===== config.mk =====
export PLATFORM = sky130hd
export DESIGN_NAME = prioritised_fifo
export DESIGN_NICKNAME = d
export VERILOG_FILES = /design/src/rtl/pfifo_reg_pkg.sv /design/src/rtl/stream_pkg.sv /design/src/rtl/pfifo_regs.sv /design/src/rtl/prioritised_fifo.sv /design/src/rtl/priority_arbiter.sv /design/src/rtl/stream_fifo.sv
export VERILOG_INCLUDE_DIRS = /design/src /design/src/rtl
export SDC_FILE = /design/constraint.sdc
export NUM_CORES = 1
export LEC_CHECK = 0
export BUFFER_PORTS_ARGS = -buffer_cell sky130_fd_sc_hd__buf_2
export CAP_MARGIN = 20
export CELL_PAD_IN_SITES_DETAIL_PLACEMENT = 2
export CELL_PAD_IN_SITES_GLOBAL_PLACEMENT = 2
export CORE_AREA = 3 3 197 247
export DETAILED_ROUTE_END_ITERATION = 16
export DIE_AREA = 0 0 200 250
export HOLD_SLACK_MARGIN = 0.15
export PLACE_DENSITY = 0.76
export RECOVER_POWER = 50
export SYNTH_ARGS = -nofsm -noshare
export SYNTH_HDL_FRONTEND = slang
export SYNTH_SLANG_ARGS = --single-unit

===== constraint.sdc =====
create_clock -name clock -period 7.05 [get_ports clock]
set_clock_uncertainty 0.1 [all_clocks]
set_input_delay 1.7625 -clock clock [delete_from_list [all_inputs] [get_ports clock]]
set_output_delay 1.7625 -clock clock [all_outputs]
set_load 0.1 [all_outputs]

===== src/rtl/pfifo_config.svh =====
// Build-time sizing shared by the datapath and the register block
// PFIFO_DEPTH must be a power of two and fit into PFIFO_LEVEL_WIDTH bits
// Register data is fixed at 16 bits, so a level must fit in one byte
`ifndef PFIFO_CONFIG_SVH
`define PFIFO_CONFIG_SVH

// Payload bits carried by one beat
`define PFIFO_DATA_WIDTH 32

// Entries in each of the two FIFOs
`define PFIFO_DEPTH 8

// Level counters must be able to hold the full depth
`define PFIFO_LEVEL_WIDTH 4

// Width of the starvation limit and of the arbiter skip counter
`define PFIFO_STARVE_WIDTH 4

// Register bus geometry
`define PFIFO_REG_ADDR_WIDTH 2
`define PFIFO_REG_DATA_WIDTH 16

`endif


===== src/rtl/pfifo_reg_pkg.sv =====
// Register side types and the register map
// STATUS is read only, writes to it and to address 3 are ignored
`include "pfifo_config.svh"

package pfifo_reg_pkg;

    // Register map
    localparam logic [`PFIFO_REG_ADDR_WIDTH-1:0] ADDR_CTRL   = 2'd0;
    localparam logic [`PFIFO_REG_ADDR_WIDTH-1:0] ADDR_STARVE = 2'd1;
    localparam logic [`PFIFO_REG_ADDR_WIDTH-1:0] ADDR_STATUS = 2'd2;

    // A single register access, reads are decoded from addr alone
    typedef struct packed {
        logic                              write;
        logic [`PFIFO_REG_ADDR_WIDTH-1:0]  addr;
        logic [`PFIFO_REG_DATA_WIDTH-1:0]  wdata;
    } reg_req_t;

    // Control fields handed to the datapath
    typedef struct packed {
        logic                            enable;
        logic                            flush;
        // A limit of zero switches the starvation guard off
        logic [`PFIFO_STARVE_WIDTH-1:0]  starve_limit;
    } ctrl_t;

    // Fill levels reported back from the two FIFOs
    typedef struct packed {
        logic [`PFIFO_LEVEL_WIDTH-1:0] hp_level;
        logic [`PFIFO_LEVEL_WIDTH-1:0] lp_level;
    } status_t;

endpackage


===== src/rtl/stream_pkg.sv =====
// Datapath types shared by the FIFOs, the arbiter and the top level
// Only the payload travels in a beat, there are no framing sidebands
`include "pfifo_config.svh"

package stream_pkg;

    // One beat of the stream, kept as a struct so sidebands can be added later
    typedef struct packed {
        logic [`PFIFO_DATA_WIDTH-1:0] data;
    } beat_t;

    // Source of the beat that the arbiter currently presents
    typedef enum logic {
        SRC_HP = 1'b0,
        SRC_LP = 1'b1
    } src_t;

endpackage


===== src/rtl/pfifo_regs.sv =====
// Control and status registers beside the datapath
// Reads are combinational on the address, writes land at the next edge
`timescale 1ns/1ps
`include "pfifo_config.svh"

module pfifo_regs (
    input  logic                              clock,
    input  logic                              rst_n,
    input  pfifo_reg_pkg::reg_req_t           reg_req,
    output logic [`PFIFO_REG_DATA_WIDTH-1:0]  reg_rdata,
    input  pfifo_reg_pkg::status_t            status,
    output pfifo_reg_pkg::ctrl_t              ctrl
);

    logic                           enable_q;
    logic                           flush_q;
    logic [`PFIFO_STARVE_WIDTH-1:0] limit_q;

    always_ff @(posedge clock) begin
        if (!rst_n) begin
            enable_q <= 1'b0;
            flush_q  <= 1'b0;
            limit_q  <= '0;
        end else begin
            // Flush is a single cycle strobe, it drops unless written again
            flush_q <= 1'b0;
            if (reg_req.write) begin
                case (reg_req.addr)
                    pfifo_reg_pkg::ADDR_CTRL: begin
                        enable_q <= reg_req.wdata[0];
                        flush_q  <= reg_req.wdata[1];
                    end
                    pfifo_reg_pkg::ADDR_STARVE: begin
                        limit_q <= reg_req.wdata[`PFIFO_STARVE_WIDTH-1:0];
                    end
                    default: begin
                    end
                endcase
            end
        end
    end

    assign ctrl.enable       = enable_q;
    assign ctrl.flush        = flush_q;
    assign ctrl.starve_limit = limit_q;

    always_comb begin
        reg_rdata = '0;
        case (reg_req.addr)
            // The flush bit always reads back as zero
            pfifo_reg_pkg::ADDR_CTRL:   reg_rdata[0] = enable_q;
            pfifo_reg_pkg::ADDR_STARVE: reg_rdata[`PFIFO_STARVE_WIDTH-1:0] = limit_q;
            pfifo_reg_pkg::ADDR_STATUS: begin
                // lp level in the high byte, hp level in the low byte
                reg_rdata[8 +: `PFIFO_LEVEL_WIDTH] = status.lp_level;
                reg_rdata[0 +: `PFIFO_LEVEL_WIDTH] = status.hp_level;
            end
            default: reg_rdata = '0;
        endcase
    end

endmodule


===== src/rtl/prioritised_fifo.sv =====
// Two-class prioritised stream FIFO, hp wins unless the lp guard fires
// Out_ready reaches the input ready signals combinationally through pop
`timescale 1ns/1ps
`include "pfifo_config.svh"

module prioritised_fifo (
    input  logic                              clock,
    input  logic                              rst_n,
    input  stream_pkg::beat_t                 in_hp_data,
    input  logic                              in_hp_valid,
    output logic                              in_hp_ready,
    input  stream_pkg::beat_t                 in_lp_data,
    input  logic                              in_lp_valid,
    output logic                              in_lp_ready,
    output stream_pkg::beat_t                 out_data,
    output logic                              out_valid,
    input  logic                              out_ready,
    input  pfifo_reg_pkg::reg_req_t           reg_req,
    output logic [`PFIFO_REG_DATA_WIDTH-1:0]  reg_rdata
);

    pfifo_reg_pkg::ctrl_t           ctrl;
    pfifo_reg_pkg::status_t         status;
    stream_pkg::beat_t              hp_head;
    stream_pkg::beat_t              lp_head;
    logic                           hp_valid;
    logic                           lp_valid;
    logic                           hp_pop;
    logic                           lp_pop;
    logic [`PFIFO_LEVEL_WIDTH-1:0]  hp_level;
    logic [`PFIFO_LEVEL_WIDTH-1:0]  lp_level;

    // Both FIFOs share the flush strobe from the register block
    stream_fifo u_hp_fifo (
        .clock      (clock),
        .rst_n      (rst_n),
        .flush      (ctrl.flush),
        .in_data    (in_hp_data),
        .in_valid   (in_hp_valid),
        .in_ready   (in_hp_ready),
        .head       (hp_head),
        .head_valid (hp_valid),
        .pop        (hp_pop),
        .level      (hp_level)
    );

    stream_fifo u_lp_fifo (
        .clock      (clock),
        .rst_n      (rst_n),
        .flush      (ctrl.flush),
        .in_data    (in_lp_data),
        .in_valid   (in_lp_valid),
        .in_ready   (in_lp_ready),
        .head       (lp_head),
        .head_valid (lp_valid),
        .pop        (lp_pop),
        .level      (lp_level)
    );

    priority_arbiter u_arbiter (
        .clock      (clock),
        .rst_n      (rst_n),
        .ctrl       (ctrl),
        .hp_head    (hp_head),
        .hp_valid   (hp_valid),
        .hp_pop     (hp_pop),
        .lp_head    (lp_head),
        .lp_valid   (lp_valid),
        .lp_pop     (lp_pop),
        .out_data   (out_data),
        .out_valid  (out_valid),
        .out_ready  (out_ready)
    );

    // Levels are reported live, without any register stage
    assign status.hp_level = hp_level;
    assign status.lp_level = lp_level;

    pfifo_regs u_regs (
        .clock      (clock),
        .rst_n      (rst_n),
        .reg_req    (reg_req),
        .reg_rdata  (reg_rdata),
        .status     (status),
        .ctrl       (ctrl)
    );

endmodule


===== src/rtl/priority_arbiter.sv =====
// Combinational hp/lp selection with an optional lp starvation guard
// The chosen source is locked while the output is stalled
`timescale 1ns/1ps
`include "pfifo_config.svh"

module priority_arbiter (
    input  logic                    clock,
    input  logic                    rst_n,
    input  pfifo_reg_pkg::ctrl_t    ctrl,
    input  stream_pkg::beat_t       hp_head,
    input  logic                    hp_valid,
    output logic                    hp_pop,
    input  stream_pkg::beat_t       lp_head,
    input  logic                    lp_valid,
    output logic                    lp_pop,
    output stream_pkg::beat_t       out_data,
    output logic                    out_valid,
    input  logic                    out_ready
);

    // Number of hp beats sent while lp was waiting
    logic [`PFIFO_STARVE_WIDTH-1:0] skip_count;
    logic                           starved;
    logic                           fire;
    logic                           hold_q;
    stream_pkg::src_t               hold_src_q;
    stream_pkg::src_t               rule_sel;
    stream_pkg::src_t               sel;

    // Greater-or-equal covers a limit lowered below the current count
    assign starved = (ctrl.starve_limit != '0) && lp_valid &&
                     (skip_count >= ctrl.starve_limit);

    always_comb begin
        if (hp_valid && !starved) begin
            rule_sel = stream_pkg::SRC_HP;
        end else if (lp_valid) begin
            rule_sel = stream_pkg::SRC_LP;
        end else begin
            rule_sel = stream_pkg::SRC_HP;
        end
    end

    // A stalled beat keeps its source even if the other FIFO fills meanwhile
    assign sel = hold_q ? hold_src_q : rule_sel;

    assign out_data  = (sel == stream_pkg::SRC_HP) ? hp_head : lp_head;
    assign out_valid = ctrl.enable && ((sel == stream_pkg::SRC_HP) ? hp_valid : lp_valid);

    assign fire   = out_valid && out_ready;
    assign hp_pop = fire && (sel == stream_pkg::SRC_HP);
    assign lp_pop = fire && (sel == stream_pkg::SRC_LP);

    always_ff @(posedge clock) begin
        if (!rst_n) begin
            hold_q     <= 1'b0;
            hold_src_q <= stream_pkg::SRC_HP;
        end else begin
            hold_q     <= out_valid && !out_ready;
            hold_src_q <= sel;
        end
    end

    // Skip counter only moves on a transfer, so a stall keeps it frozen
    always_ff @(posedge clock) begin
        if (!rst_n) begin
            skip_count <= '0;
        end else if (lp_pop) begin
            skip_count <= '0;
        end else if (hp_pop && lp_valid && (skip_count < ctrl.starve_limit)) begin
            skip_count <= skip_count + 1'b1;
        end
    end

endmodule


===== src/rtl/stream_fifo.sv =====
// Synchronous FIFO with a fall-through head, depth must be a power of two
// Input ready depends on pop, so a full FIFO can take a beat while it drains
// Ready is low during a flush, so no accepted beat is thrown away
`timescale 1ns/1ps
`include "pfifo_config.svh"

module stream_fifo (
    input  logic                            clock,
    input  logic                            rst_n,
    input  logic                            flush,
    input  stream_pkg::beat_t               in_data,
    input  logic                            in_valid,
    output logic                            in_ready,
    output stream_pkg::beat_t               head,
    output logic                            head_valid,
    input  logic                            pop,
    output logic [`PFIFO_LEVEL_WIDTH-1:0]   level
);

    localparam int PTR_WIDTH = $clog2(`PFIFO_DEPTH);
    localparam logic [`PFIFO_LEVEL_WIDTH-1:0] FULL_LEVEL = `PFIFO_LEVEL_WIDTH'(`PFIFO_DEPTH);

    // Storage has no reset, the pointers and level decide what is valid
    stream_pkg::beat_t mem [`PFIFO_DEPTH];

    logic [PTR_WIDTH-1:0] wr_ptr;
    logic [PTR_WIDTH-1:0] rd_ptr;
    logic                 empty;
    logic                 full;
    logic                 do_write;
    logic                 do_read;

    assign empty = (level == '0);
    assign full  = (level == FULL_LEVEL);

    // A pop on an empty FIFO is ignored
    assign do_read = pop && !empty;

    // When full, the slot freed by a read this cycle can be refilled at once
    assign in_ready = (!full || do_read) && !flush;
    assign do_write = in_valid && in_ready;

    // The head is read straight from the array, so it is visible one edge after the write
    assign head       = mem[rd_ptr];
    assign head_valid = !empty;

    always_ff @(posedge clock) begin
        if (do_write) begin
            mem[wr_ptr] <= in_data;
        end
    end

    always_ff @(posedge clock) begin
        if (!rst_n || flush) begin
            wr_ptr <= '0;
            rd_ptr <= '0;
            level  <= '0;
        end else begin
            // Pointers wrap naturally since the depth is a power of two
            if (do_write) begin
                wr_ptr <= wr_ptr + 1'b1;
            end
            if (do_read) begin
                rd_ptr <= rd_ptr + 1'b1;
            end
            // Simultaneous read and write leave the level unchanged
            case ({do_write, do_read})
                2'b10:   level <= level + 1'b1;
                2'b01:   level <= level - 1'b1;
                default: level <= level;
            endcase
        end
    end

endmodule


==> results.yml, run 1 <==
timing:
  tightest_slew_ns: 2.41
  slew-limit-headroom_pct: -60.9
  final.setup.tns_ns: 0
  hold_viol_final: 0
  post-route-period-util_pct: 85.9
  rsz0062_at_grt: "false"
  hold_ws_ns: 0.428
  period_needed_ns: 6.05
  fmax_ghz: 0.165
  finalMaxSlewViolations: 33
  setup_viol: 0
setup_path:
  cp-startpoint: "u_regs.limit_q[1]$_SDFFE_PN0P_"
  cpPeakStageDelay_ns: 0.92
  worstPathRequired_ns: 5.19
  cp_max_fo: 24
  r2r_cells: 8
  crit_path_end: "out_data[13]"
  critical_path_class: "reg -> out"
  worstSetupStartpointType: "flop"
  cpMaxStageDelayCell: "a211oi_4"
  cp_cell_sequence: "inv_1 -> ha_1 -> nor2b_1 -> o211ai_2 -> a31oi_4 -> a211oi_4 -> buf_12 -> mux2i_1 -> buf_2"
  reg2reg_slack_ns: 2.62
  r2r-start: "u_regs.limit_q[1]$_SDFFE_PN0P_"
  cp.arrival_ns: 4.19
  reg2reg_to: "u_lp_fifo.mem[7][11]$_DFFE_PP_"
  cp-end-kind: "output port"
placed_design:
  finalWeightedCongestion: 0.706
  dp_hpwl_um: 36400
  port_buffers: 118
route:
  dr.pass1.iters: 5
  routed-wl-met2_um: 31400
  m1WireLength_um: 24900
  antenna_left: 0
  drt-wirelength-per-cell_um: 32.1
  viasPerCell: 5.88
  wl_met3_um: 2880
  routed_wl_um: 60700
  vias: 11100
  highest_layer: "met5"
  drc: 0
  drtIter0Drc: 920
power:
  total_power_mw: 7.36
  pwr-share-clk_pct: 40.1
  internal_power_mw: 5.49
  irDropWorstVdd_mv: 0.213
  leakagePower_nw: 7.86
  p_sw_share_pct: 25.3
  power.switching_mw: 1.86
  seqPwrFrac_pct: 50.2
  power_frac_comb_pct: 9.7
  powerDensity_nw_per_um2: 295
layout:
  multi_input_area_um2: 5450
  area_growth_pct: 14.3
  layout_commonest_cell: "edfxtp_1"
  final_cell_mix: "edfxtp_1, mux4_2, mux2i_1"
  seqCellArea_um2: 16100
  layout.nets: 1317
  drive_above_1_share_pct: 24.7
  fillers: 3961
die:
  die_x_um: 200
  ios: 139
  die_area_um2: 50000
  start_util_pct: 47.1
  num_rows: 88
  dieHeight_um: 250
  core_area_um2: 46400
synth:
  yosysSeqAreaShare_pct: 73.9
  ys_ff_latch: 550
  syn_inst: 1066
  netlist_area_um2: 21800
  synthFlopType: "edfxtp_1"
  async_flop_share_pct: 0
  yosysWarnings: 0
  avgSynthCellArea_um2: 20.5
  yosysUniqueCellTypes: 49
  synth_edf_count: 512
clock_network:
  cts_setup_buffers: 0
  root_buffer: "clkbuf_16"
  clkTransAtPathRegs_ns: 0.06
  cts_buffers: 53
  clk_latency_ns: 0.60
  cts_sinks: 550
  cts_resized: 0
  h-tree-depth: 2
  ctsHoldBuffers: 0
  cts_buffer_depth: 3
  cts_tree: "built"
global_routing:
  grt_pass1_wl_um: 89300
  first_global_vias: 12300
  grt_use_total_pct: 24.7
  antenna_found_initial: 6
  grt_max_degree: 65
  overflow: 0
hold_path:
  hold_class: "reg -> reg"
job:
  maxCapViolCount: 1
run_status:
  status: "complete, but fails checks"
  violations: "capacitance limit, slew limit"
==> through the flow <==
step / setup WS [ns] / cell area, µm² / instances / utilization, %
finish: 0.996 / 25000 / 1888 / 53.8
global route: 0.849 / 24900 / 1887 / 53.8
CTS: 0.946 / 25000 / 1883 / 54.0
detailed placement: 1.62 / 23300 / 1784 / 50.2
global placement: 1.76 / 23300 / 1784 / 50.2
floorplan: 0.522 / 21900 / 1073 / -
==> critical path: cells and delay by family (launching register included) <==
kind | cells | cell delay [ns]
mux | 1 | 0.40
flops | 1 | 0.38
buf+inv | 3 | 0.89
compound gates | 3 | 1.45
simple gates | 1 | 0.14
fa+ha+maj | 1 | 0.30
==> area by class of cell <==
type / count / area share (%)
clock buffer: 70 / 5.78
multi-input combinational: 445 / 21.9
clock inverter: 29 / 1.26
antenna: 4 / 0.0401
tap: 630 / 3.16
sequential: 550 / 64.7
timing repair buffer: 146 / 2.97
inverter: 14 / 0.211
==> power groups by stage <==
| stage | clock network, mW | logic (mW) | registers, mW |
|---|---|---|---|
| floorplan | 0 | 0.525 | 3.74 |
| detailed placement | 0 | 0.716 | 3.76 |
| global route | 3.13 | 0.744 | 3.70 |
| global placement | 0 | 0.691 | 3.74 |
| finish | 2.95 | 0.712 | 3.69 |
| CTS | 3.01 | 0.724 | 3.69 |
==> logic make-up (layout without fill, tap and decap cells) <==
kind of cell | Yosys count | after routing | share of synthesized area [%]
multiplexers | 236 | 236 | 18.2
buffers and inverters | 78 | 259 | 1.72
flip-flops | 550 | 550 | 73.9
AO/OA/AOI/OAI | 56 | 56 | 1.73
AND/OR/NAND/NOR | 119 | 119 | 3.11
XOR/XNOR | 7 | 7 | 0.281
other | 1 | 12 | 0.0172
adder cells (fa/ha/maj) | 19 | 19 | 1.09
==> flip-flops by register name, indices dropped and copies added (netlist names), named ones only <==
register and cells:
u_regs.enable_q 1, u_lp_fifo.level 4, u_hp_fifo.wr_ptr 3, u_arbiter.skip_count 4, u_lp_fifo.wr_ptr 3, u_hp_fifo.rd_ptr 3, u_hp_fifo.level 4, u_lp_fifo.mem 256
u_regs.limit_q 4, u_lp_fifo.rd_ptr 3, u_hp_fifo.mem 256, u_arbiter.hold_src_q 1, u_regs.flush_q 1, u_arbiter.hold_q 1
==> worst min path at each step <==
| stage | startpoint | to | slack (ns) | cells past startpoint |
|---|---|---|---|---|
| global route | u_regs.limit_q[2]$_SDFFE_PN0P_ | u_regs.limit_q[2]$_SDFFE_PN0P_ | 0.45 | 2 |
| CTS | u_regs.limit_q[1]$_SDFFE_PN0P_ | u_regs.limit_q[1]$_SDFFE_PN0P_ | 0.42 | 2 |
| floorplan | u_lp_fifo.rd_ptr[2]$_SDFFE_PP0P_ | flop | 0.35 | 2 |
| global placement | u_hp_fifo.rd_ptr[2]$_SDFFE_PP0N_ | flop | 0.36 | 2 |
| detailed placement | u_arbiter.skip_count[3]$_SDFFE_PP0P_ | u_arbiter.skip_count[3]$_SDFFE_PP0P_ | 0.40 | 2 |
| finish | u_regs.limit_q[1]$_SDFFE_PN0P_ | u_regs.limit_q[1]$_SDFFE_PN0P_ | 0.43 | 2 |
==> synthesized netlist by cell type (all sizes together) (2+ instances only) <==
master	instances	area [µm²]
nor2	14	60.1
mux4	128	2880
a22oi	3	22.5
and2	6	37.5
a21oi	20	100
o21ai	12	60.1
xor2	7	61.3
edfxtp	512	15400
nor4bb	3	30.0
clkbuf	30	113
inv	14	52.6
nor4	4	25.0
ha	19	238
nand2b	5	31.3
o31ai	4	30.0
mux2i	108	1080
nand3	12	72.6
or3	9	56.3
or4	6	52.6
nor2b	4	25.0
a211oi	8	72.6
buf	34	210
nand4	4	25.0
nor4b	7	67.6
nand2	34	128
nor3	7	35.0
dfxtp	38	761
a211o	2	17.5
==> metal layers <==
| layer | up-vias | track usage (%) |
|---|---|---|
| li1 | 4653 | - |
| met1 | 6032 | 33.2 |
| met2 | 330 | 42.2 |
| met3 | 85 | 4.01 |
| met4 | 4 | 6.56 |
| met5 | - | 0 |
Power figures use the tool's default switching activity.
==> inputs of run 2 (changes only) <==
CORE_AREA = 2 2 196 246   (was 3 3 197 247)
DIE_AREA = 0 0 198 248   (was 0 0 200 250)
clock period = 6.2 ns   (was 7.05 ns; I/O delays follow)
==> run 2 against run 1 <==
Against the previous run: the flow now finishes without violations; clock power grew 16%; count of clock-buffer cells in the layout shrank 5; sequential share of layout area shrank 0.25 points; die area shrank 1.8%; final area grew 0.39%; first-iteration DRC count shrank 7.4%; non-clock buffer count grew 2; flip-flop and latch count is the same; worst hold slack lost 0.013 ns; global-route usage shrank 0.33 points; register-to-register slack lost 0.33 ns; routed wire length shrank 4.1%.
==> results.yml, run 2 (synthesis gave the netlist of run 1 again) <==
timing:
  slew-limit-headroom_pct: 27.4
  rsz0062_at_grt: "false"
  tightest_slew_ns: 1.09
  hold_viol_final: 0
  period_needed_ns: 5.57
  fmax_ghz: 0.180
  post-route-period-util_pct: 89.8
  hold_ws_ns: 0.414
  finalMaxSlewViolations: 0
  setup_viol: 0
power:
  irDropWorstVdd_mv: 0.291
  leakagePower_nw: 7.90
  powerDensity_nw_per_um2: 336
layout:
  drive_above_1_share_pct: 25.0
  layout.nets: 1321
  largestRegisters: "u_hp_fifo.mem x256, u_lp_fifo.mem x256"
  area_growth_pct: 14.7
  fillers: 4012
  layout_commonest_cell: "edfxtp_1"
  final_cell_mix: "edfxtp_1, mux4_2, mux2i_1"
  finish.utilization_pct: 53.4
global_routing:
  grt_pass1_wl_um: 84800
  first_global_vias: 12200
  grt_max_degree: 65
  grt_use_total_pct: 24.4
  antenna_found_initial: 5
  overflow: 0
clock_network:
  cts_sinks: 550
  ctsHoldBuffers: 0
  clk_latency_ns: 0.61
  cts_setup_buffers: 0
  cts_resized: 0
  h-tree-depth: 2
  root_buffer: "clkbuf_16"
  clkTransAtPathRegs_ns: 0.06
  cts_buffer_depth: 3
  cts_buffers: 55
  cts_tree: "built"
route:
  drc: 0
  antenna_left: 0
  drtIter0Drc: 852
  dr.pass1.iters: 5
  vias: 11000
  drt-wirelength-per-cell_um: 30.7
  routed_wl_um: 58200
  viasPerCell: 5.80
setup_path:
  worstPathRequired_ns: 4.55
  critical_path_class: "reg -> out"
  cp-startpoint: "u_regs.limit_q[1]$_SDFFE_PN0P_"
  cp-end-kind: "output port"
  reg2reg_to: "u_lp_fifo.level[2]$_SDFFE_PP0P_"
  crit_path_end: "out_data[7]"
  cp.arrival_ns: 3.92
  worstSetupStartpointType: "flop"
  r2r-start: "u_regs.limit_q[1]$_SDFFE_PN0P_"
  r2r_cells: 13
  reg2reg_slack_ns: 2.29
  cp_max_fo: 23
die:
  die_x_um: 198
  die_area_um2: 49100
  ios: 139
  num_rows: 89
  core_area_um2: 46900
  dieHeight_um: 248
  start_util_pct: 46.6
hold_path:
  hold_class: "reg -> reg"
placed_design:
  dp_hpwl_um: 36400
  finalWeightedCongestion: 0.730
  port_buffers: 118
run_status:
  status: "finished, final reports clean"
job:
  maxCapViolCount: 0
## run 2: cell type report
| cell class | instances | area [µm²] | area share, % |
|---|---|---|---|
| clock inverter | 36 | 390 | 1.56 |
| multi-input combinational | 445 | 5440 | 21.7 |
| sequential | 550 | 16100 | 64.5 |
| clock buffer | 65 | 1450 | 5.77 |
| antenna | 2 | 5.00 | 0.0200 |
| timing repair buffer | 148 | 764 | 3.05 |
| tap | 637 | 797 | 3.18 |
| inverter | 14 | 52.6 | 0.210 |
## run 2: how the worst min path moves through the flow
stage,cells after the start,to,startpoint
after global placement,2,flop,u_lp_fifo.rd_ptr[1]$_SDFFE_PP0P_
after global routing,2,u_regs.limit_q[3]$_SDFFE_PN0P_,u_regs.limit_q[3]$_SDFFE_PN0P_
after CTS,2,u_regs.limit_q[3]$_SDFFE_PN0P_,u_regs.limit_q[3]$_SDFFE_PN0P_
after detailed placement,2,flop,u_hp_fifo.rd_ptr[2]$_SDFFE_PP0N_
after floorplan,2,flop,u_lp_fifo.rd_ptr[2]$_SDFFE_PP0P_
final,2,u_regs.limit_q[3]$_SDFFE_PN0P_,u_regs.limit_q[3]$_SDFFE_PN0P_
## run 2: stage by stage
stage	setup slack, ns	setup TNS, ns	std cells	cell area [µm²]	total power [mW]
2_1_floorplan	-0.115	-7.39	1073	21900	4.85
5_1_grt	0.469	0	1897	25000	8.65
3_5_place_dp	1.33	0	1794	23300	5.09
3_3_place_gp	1.38	0	1794	23300	5.04
6_report	0.631	0	1897	25000	8.42
4_1_cts	0.756	0	1895	25100	8.51
## run 2: metal layers
| layer | routed length, µm | part of all wire, % | GRT usage (%) | up-vias |
|---|---|---|---|---|
| met5 | 40 | 0.069 | 0 | - |
| met4 | 1360 | 2.3 | 7.98 | 6 |
| met3 | 2310 | 4.0 | 3.63 | 84 |
| met2 | 30600 | 53 | 42.8 | 296 |
| met1 | 23800 | 41 | 31.4 | 5941 |
| li1 | - | - | - | 4677 |
## run 2: report_power, final
part | total [mW] | leakage, nW | internal [mW] | switching, mW
sequential | 4.20 | 4.96 | 4.15 | 0.0502
clock | 3.42 | 0.893 | 1.99 | 1.43
combinational | 0.803 | 2.04 | 0.172 | 0.631
## run 2: worst max-delay path, cell delays in order (launching register included)
cell	delay [ns]
dfxtp_1	0.39
inv_1	0.07
ha_1	0.30
nor2b_1	0.14
o211ai_1	0.37
a31oi_4	0.31
a211oi_4	0.30
buf_4	0.46
mux2i_1	0.45
buf_2	0.51
==> inputs of run 3 (changes only) <==
SYNTH_HIERARCHICAL = 1   (was default)
==> run 3 against run 2 <==
Against the previous run: the run now ends with capacitance limit left; combinational power is 2.6% lower; final area is 2.0% higher; worst hold slack worse by 0.0032 ns; routed wire length is 1.4% higher; worst setup slack better by 0.27 ns; clock power is 8.8% higher; highest routed layer unchanged; first-iteration DRC count is 28% lower; largest power group unchanged.
==> results.yml, run 3 <==
clock_network:
  cts_buffers: 55
  cts_resized: 0
  clk_latency_ns: 0.59
  h-tree-depth: 2
  cts_sinks: 550
  root_buffer: "clkbuf_16"
  cts_buffer_depth: 3
  cts_tree: "built"
  cts_setup_buffers: 0
  clkTransAtPathRegs_ns: 0.06
  ctsHoldBuffers: 0
setup_path:
  r2r_cells: 18
  path_buf_inv: 3
  cp.depth: 11
  cp_max_fo: 34
  cpPeakStageDelay_ns: 0.48
  cp.arrival_ns: 3.64
  worstSetupStartpointType: "flop"
  r2r-start: "u_regs/limit_q[1]$_SDFFE_PN0P_"
  crit_path_frequent_cell: "nor2b_1"
  cp-startpoint: "u_regs/limit_q[1]$_SDFFE_PN0P_"
  worstPathRequired_ns: 4.55
  cp_cell_sequence: "inv_1 -> ha_1 -> nor2b_1 -> o211a_1 -> o21ai_0 -> o211ai_1 -> buf_4 -> nor2_1 -> nor2b_1 -> a21oi_1 -> buf_2"
  reg2reg_slack_ns: 1.51
  reg2reg_to: "u_hp_fifo/level[2]$_SDFFE_PP0P_"
  cp-end-kind: "output port"
  cpMaxStageDelayCell: "buf_2"
  critical_path_class: "reg -> out"
  cpLargestDelayFamily: "buffers and inverters"
die:
  core_area_um2: 46900
  num_rows: 89
  start_util_pct: 47.4
  die_x_um: 198
  dieHeight_um: 248
  die_area_um2: 49100
  ios: 139
timing:
  tightest_slew_ns: 1.48
  hold_viol_final: 0
  fmax_ghz: 0.189
  finalMaxSlewViolations: 0
  rsz0062_at_grt: "false"
  period_needed_ns: 5.29
  post-route-period-util_pct: 85.4
  fin_ws_ns: 0.906
  setup_viol: 0
  slew-limit-headroom_pct: 0.748
route:
  vias: 10900
  drc: 0
  antenna_left: 0
  dr.pass1.iters: 4
  drt-wirelength-per-cell_um: 31.2
  routed_wl_um: 59000
  viasPerCell: 5.78
  drtIter0Drc: 615
run_status:
  violations: "capacitance limit"
  status: "complete, but fails checks"
layout:
  fillers: 3970
  drive_above_1_share_pct: 26.3
  layout_commonest_cell: "edfxtp_1"
  final_cell_mix: "edfxtp_1, mux2_2, mux4_1"
  finish.utilization_pct: 54.5
  seqCellArea_um2: 16100
  finalInstanceArea_um2: 25600
  multi_input_area_um2: 5810
  largestRegisters: "u_hp_fifo/mem x256, u_lp_fifo/mem x256"
  layout.nets: 1312
  area_growth_pct: 15.0
synth:
  yosysSeqAreaShare_pct: 72.6
  synth.top_cell.area_share_pct: 69.2
  netlist_top_cells_area: "edfxtp_1, mux4_1, mux4_2, mux2_2, dfxtp_1"
  syn_inst: 1054
  ys_top_cells_by_count: "edfxtp_1, mux2_2, mux4_1"
  avgSynthCellArea_um2: 21.1
  ys_ff_latch: 550
  async_flop_share_pct: 0
  synth_edf_count: 512
  yosysWarnings: 6
  yosysUniqueCellTypes: 46
  synthFlopType: "edfxtp_1"
  synth_most_common_cell: "edfxtp_1"
  netlist_area_um2: 22200
  yosys.area.top_type: "edfxtp_1"
global_routing:
  first_global_vias: 12200
  grt_use_total_pct: 24.8
  grt_pass1_wl_um: 85400
  grt_max_degree: 39
  antenna_found_initial: 4
  overflow: 0
hold_path:
  whs_path_depth: 2
  hold_class: "reg -> reg"
  min_to: "u_lp_fifo/level[3]$_SDFFE_PP0P_"
  hold_start: "u_lp_fifo/level[3]$_SDFFE_PP0P_"
placed_design:
  dp_hpwl_um: 35000
  finalWeightedCongestion: 0.711
  dpl_worst_slack_ns: 1.27
  port_buffers: 118
  place_area_um2: 23600
power:
  irDropWorstVdd_mv: 0.177
  powerDensity_nw_per_um2: 340
  leakagePower_nw: 8.28
job:
  maxCapViolCount: 1
-- run 3: worst max path at each step --
stage / endpoint
floorplan: u_lp_fifo/mem[5][0]$_DFFE_PP_
detailed placement: in_lp_ready
finish: in_hp_ready
global route: in_hp_ready
CTS: in_hp_ready
global placement: in_lp_ready
-- run 3: routing by layer --
metal | vias to the layer above | wire length, µm | GRT usage, %
met1 | 5871 | 23800 | 30.8
met2 | 267 | 31100 | 44.2
li1 | 4703 | - | -
met4 | 4 | 1510 | 7.23
met5 | - | 25 | 0
met3 | 78 | 2580 | 4.72
-- run 3: kinds of logic (layout without fill, tap and decap cells) --
| logic type | Yosys count | after routing | share of synthesized area, % |
|---|---|---|---|
| fa+ha+maj | 19 | 19 | 1.07 |
| xor+xnor | 13 | 13 | 0.512 |
| buf+inv | 74 | 265 | 2.06 |
| flops | 550 | 550 | 72.6 |
| simple gates | 120 | 120 | 2.89 |
| compound gates | 48 | 48 | 1.44 |
| mux | 229 | 229 | 19.4 |
| other cells | 1 | 9 | 0.0169 |
-- run 3: report_power, final --
part	switching, mW	internal [mW]
clock	1.46	2.26
combinational	0.604	0.177
sequential	0.0439	4.15
total	2.11	6.59
-- run 3: stage by stage --
stage,instances,TNS (ns),power (mW),hold slack (ns)
final,1890,0,8.70,0.411
after floorplan,1061,-62.95,4.83,0.354
after detailed placement,1785,0,5.07,0.413
after global routing,1890,0,8.94,0.439
after global placement,1785,0,5.02,0.361
after CTS,1889,0,8.80,0.422
-- run 3: layout make-up --
cell class	instances	share of cell area (%)
repair buffers	147	2.88
well taps	637	3.12
flip-flops and latches	550	63.2
clock inverters	40	2.20
clock buffers	64	5.68
diodes	1	0.00979
inverters	14	0.206
multi-input cells	437	22.7
-- run 3: worst register-to-register path: stages, from the launching register on --
cell      delay, ns
dfxtp_1        0.44
inv_1          0.08
ha_1           0.31
nor2b_1        0.13
o211a_1        0.22
o21ai_0        0.19
o211ai_1       0.14
buf_4          0.33
nor2_1         0.35
nor2b_1        0.12
a211oi_1       0.71
inv_1          0.15
ha_1           0.32
xor2_1         0.17
ha_1           0.19
a21oi_1        0.14
xor2_1         0.09
or3_1          0.31
a21oi_1        0.15
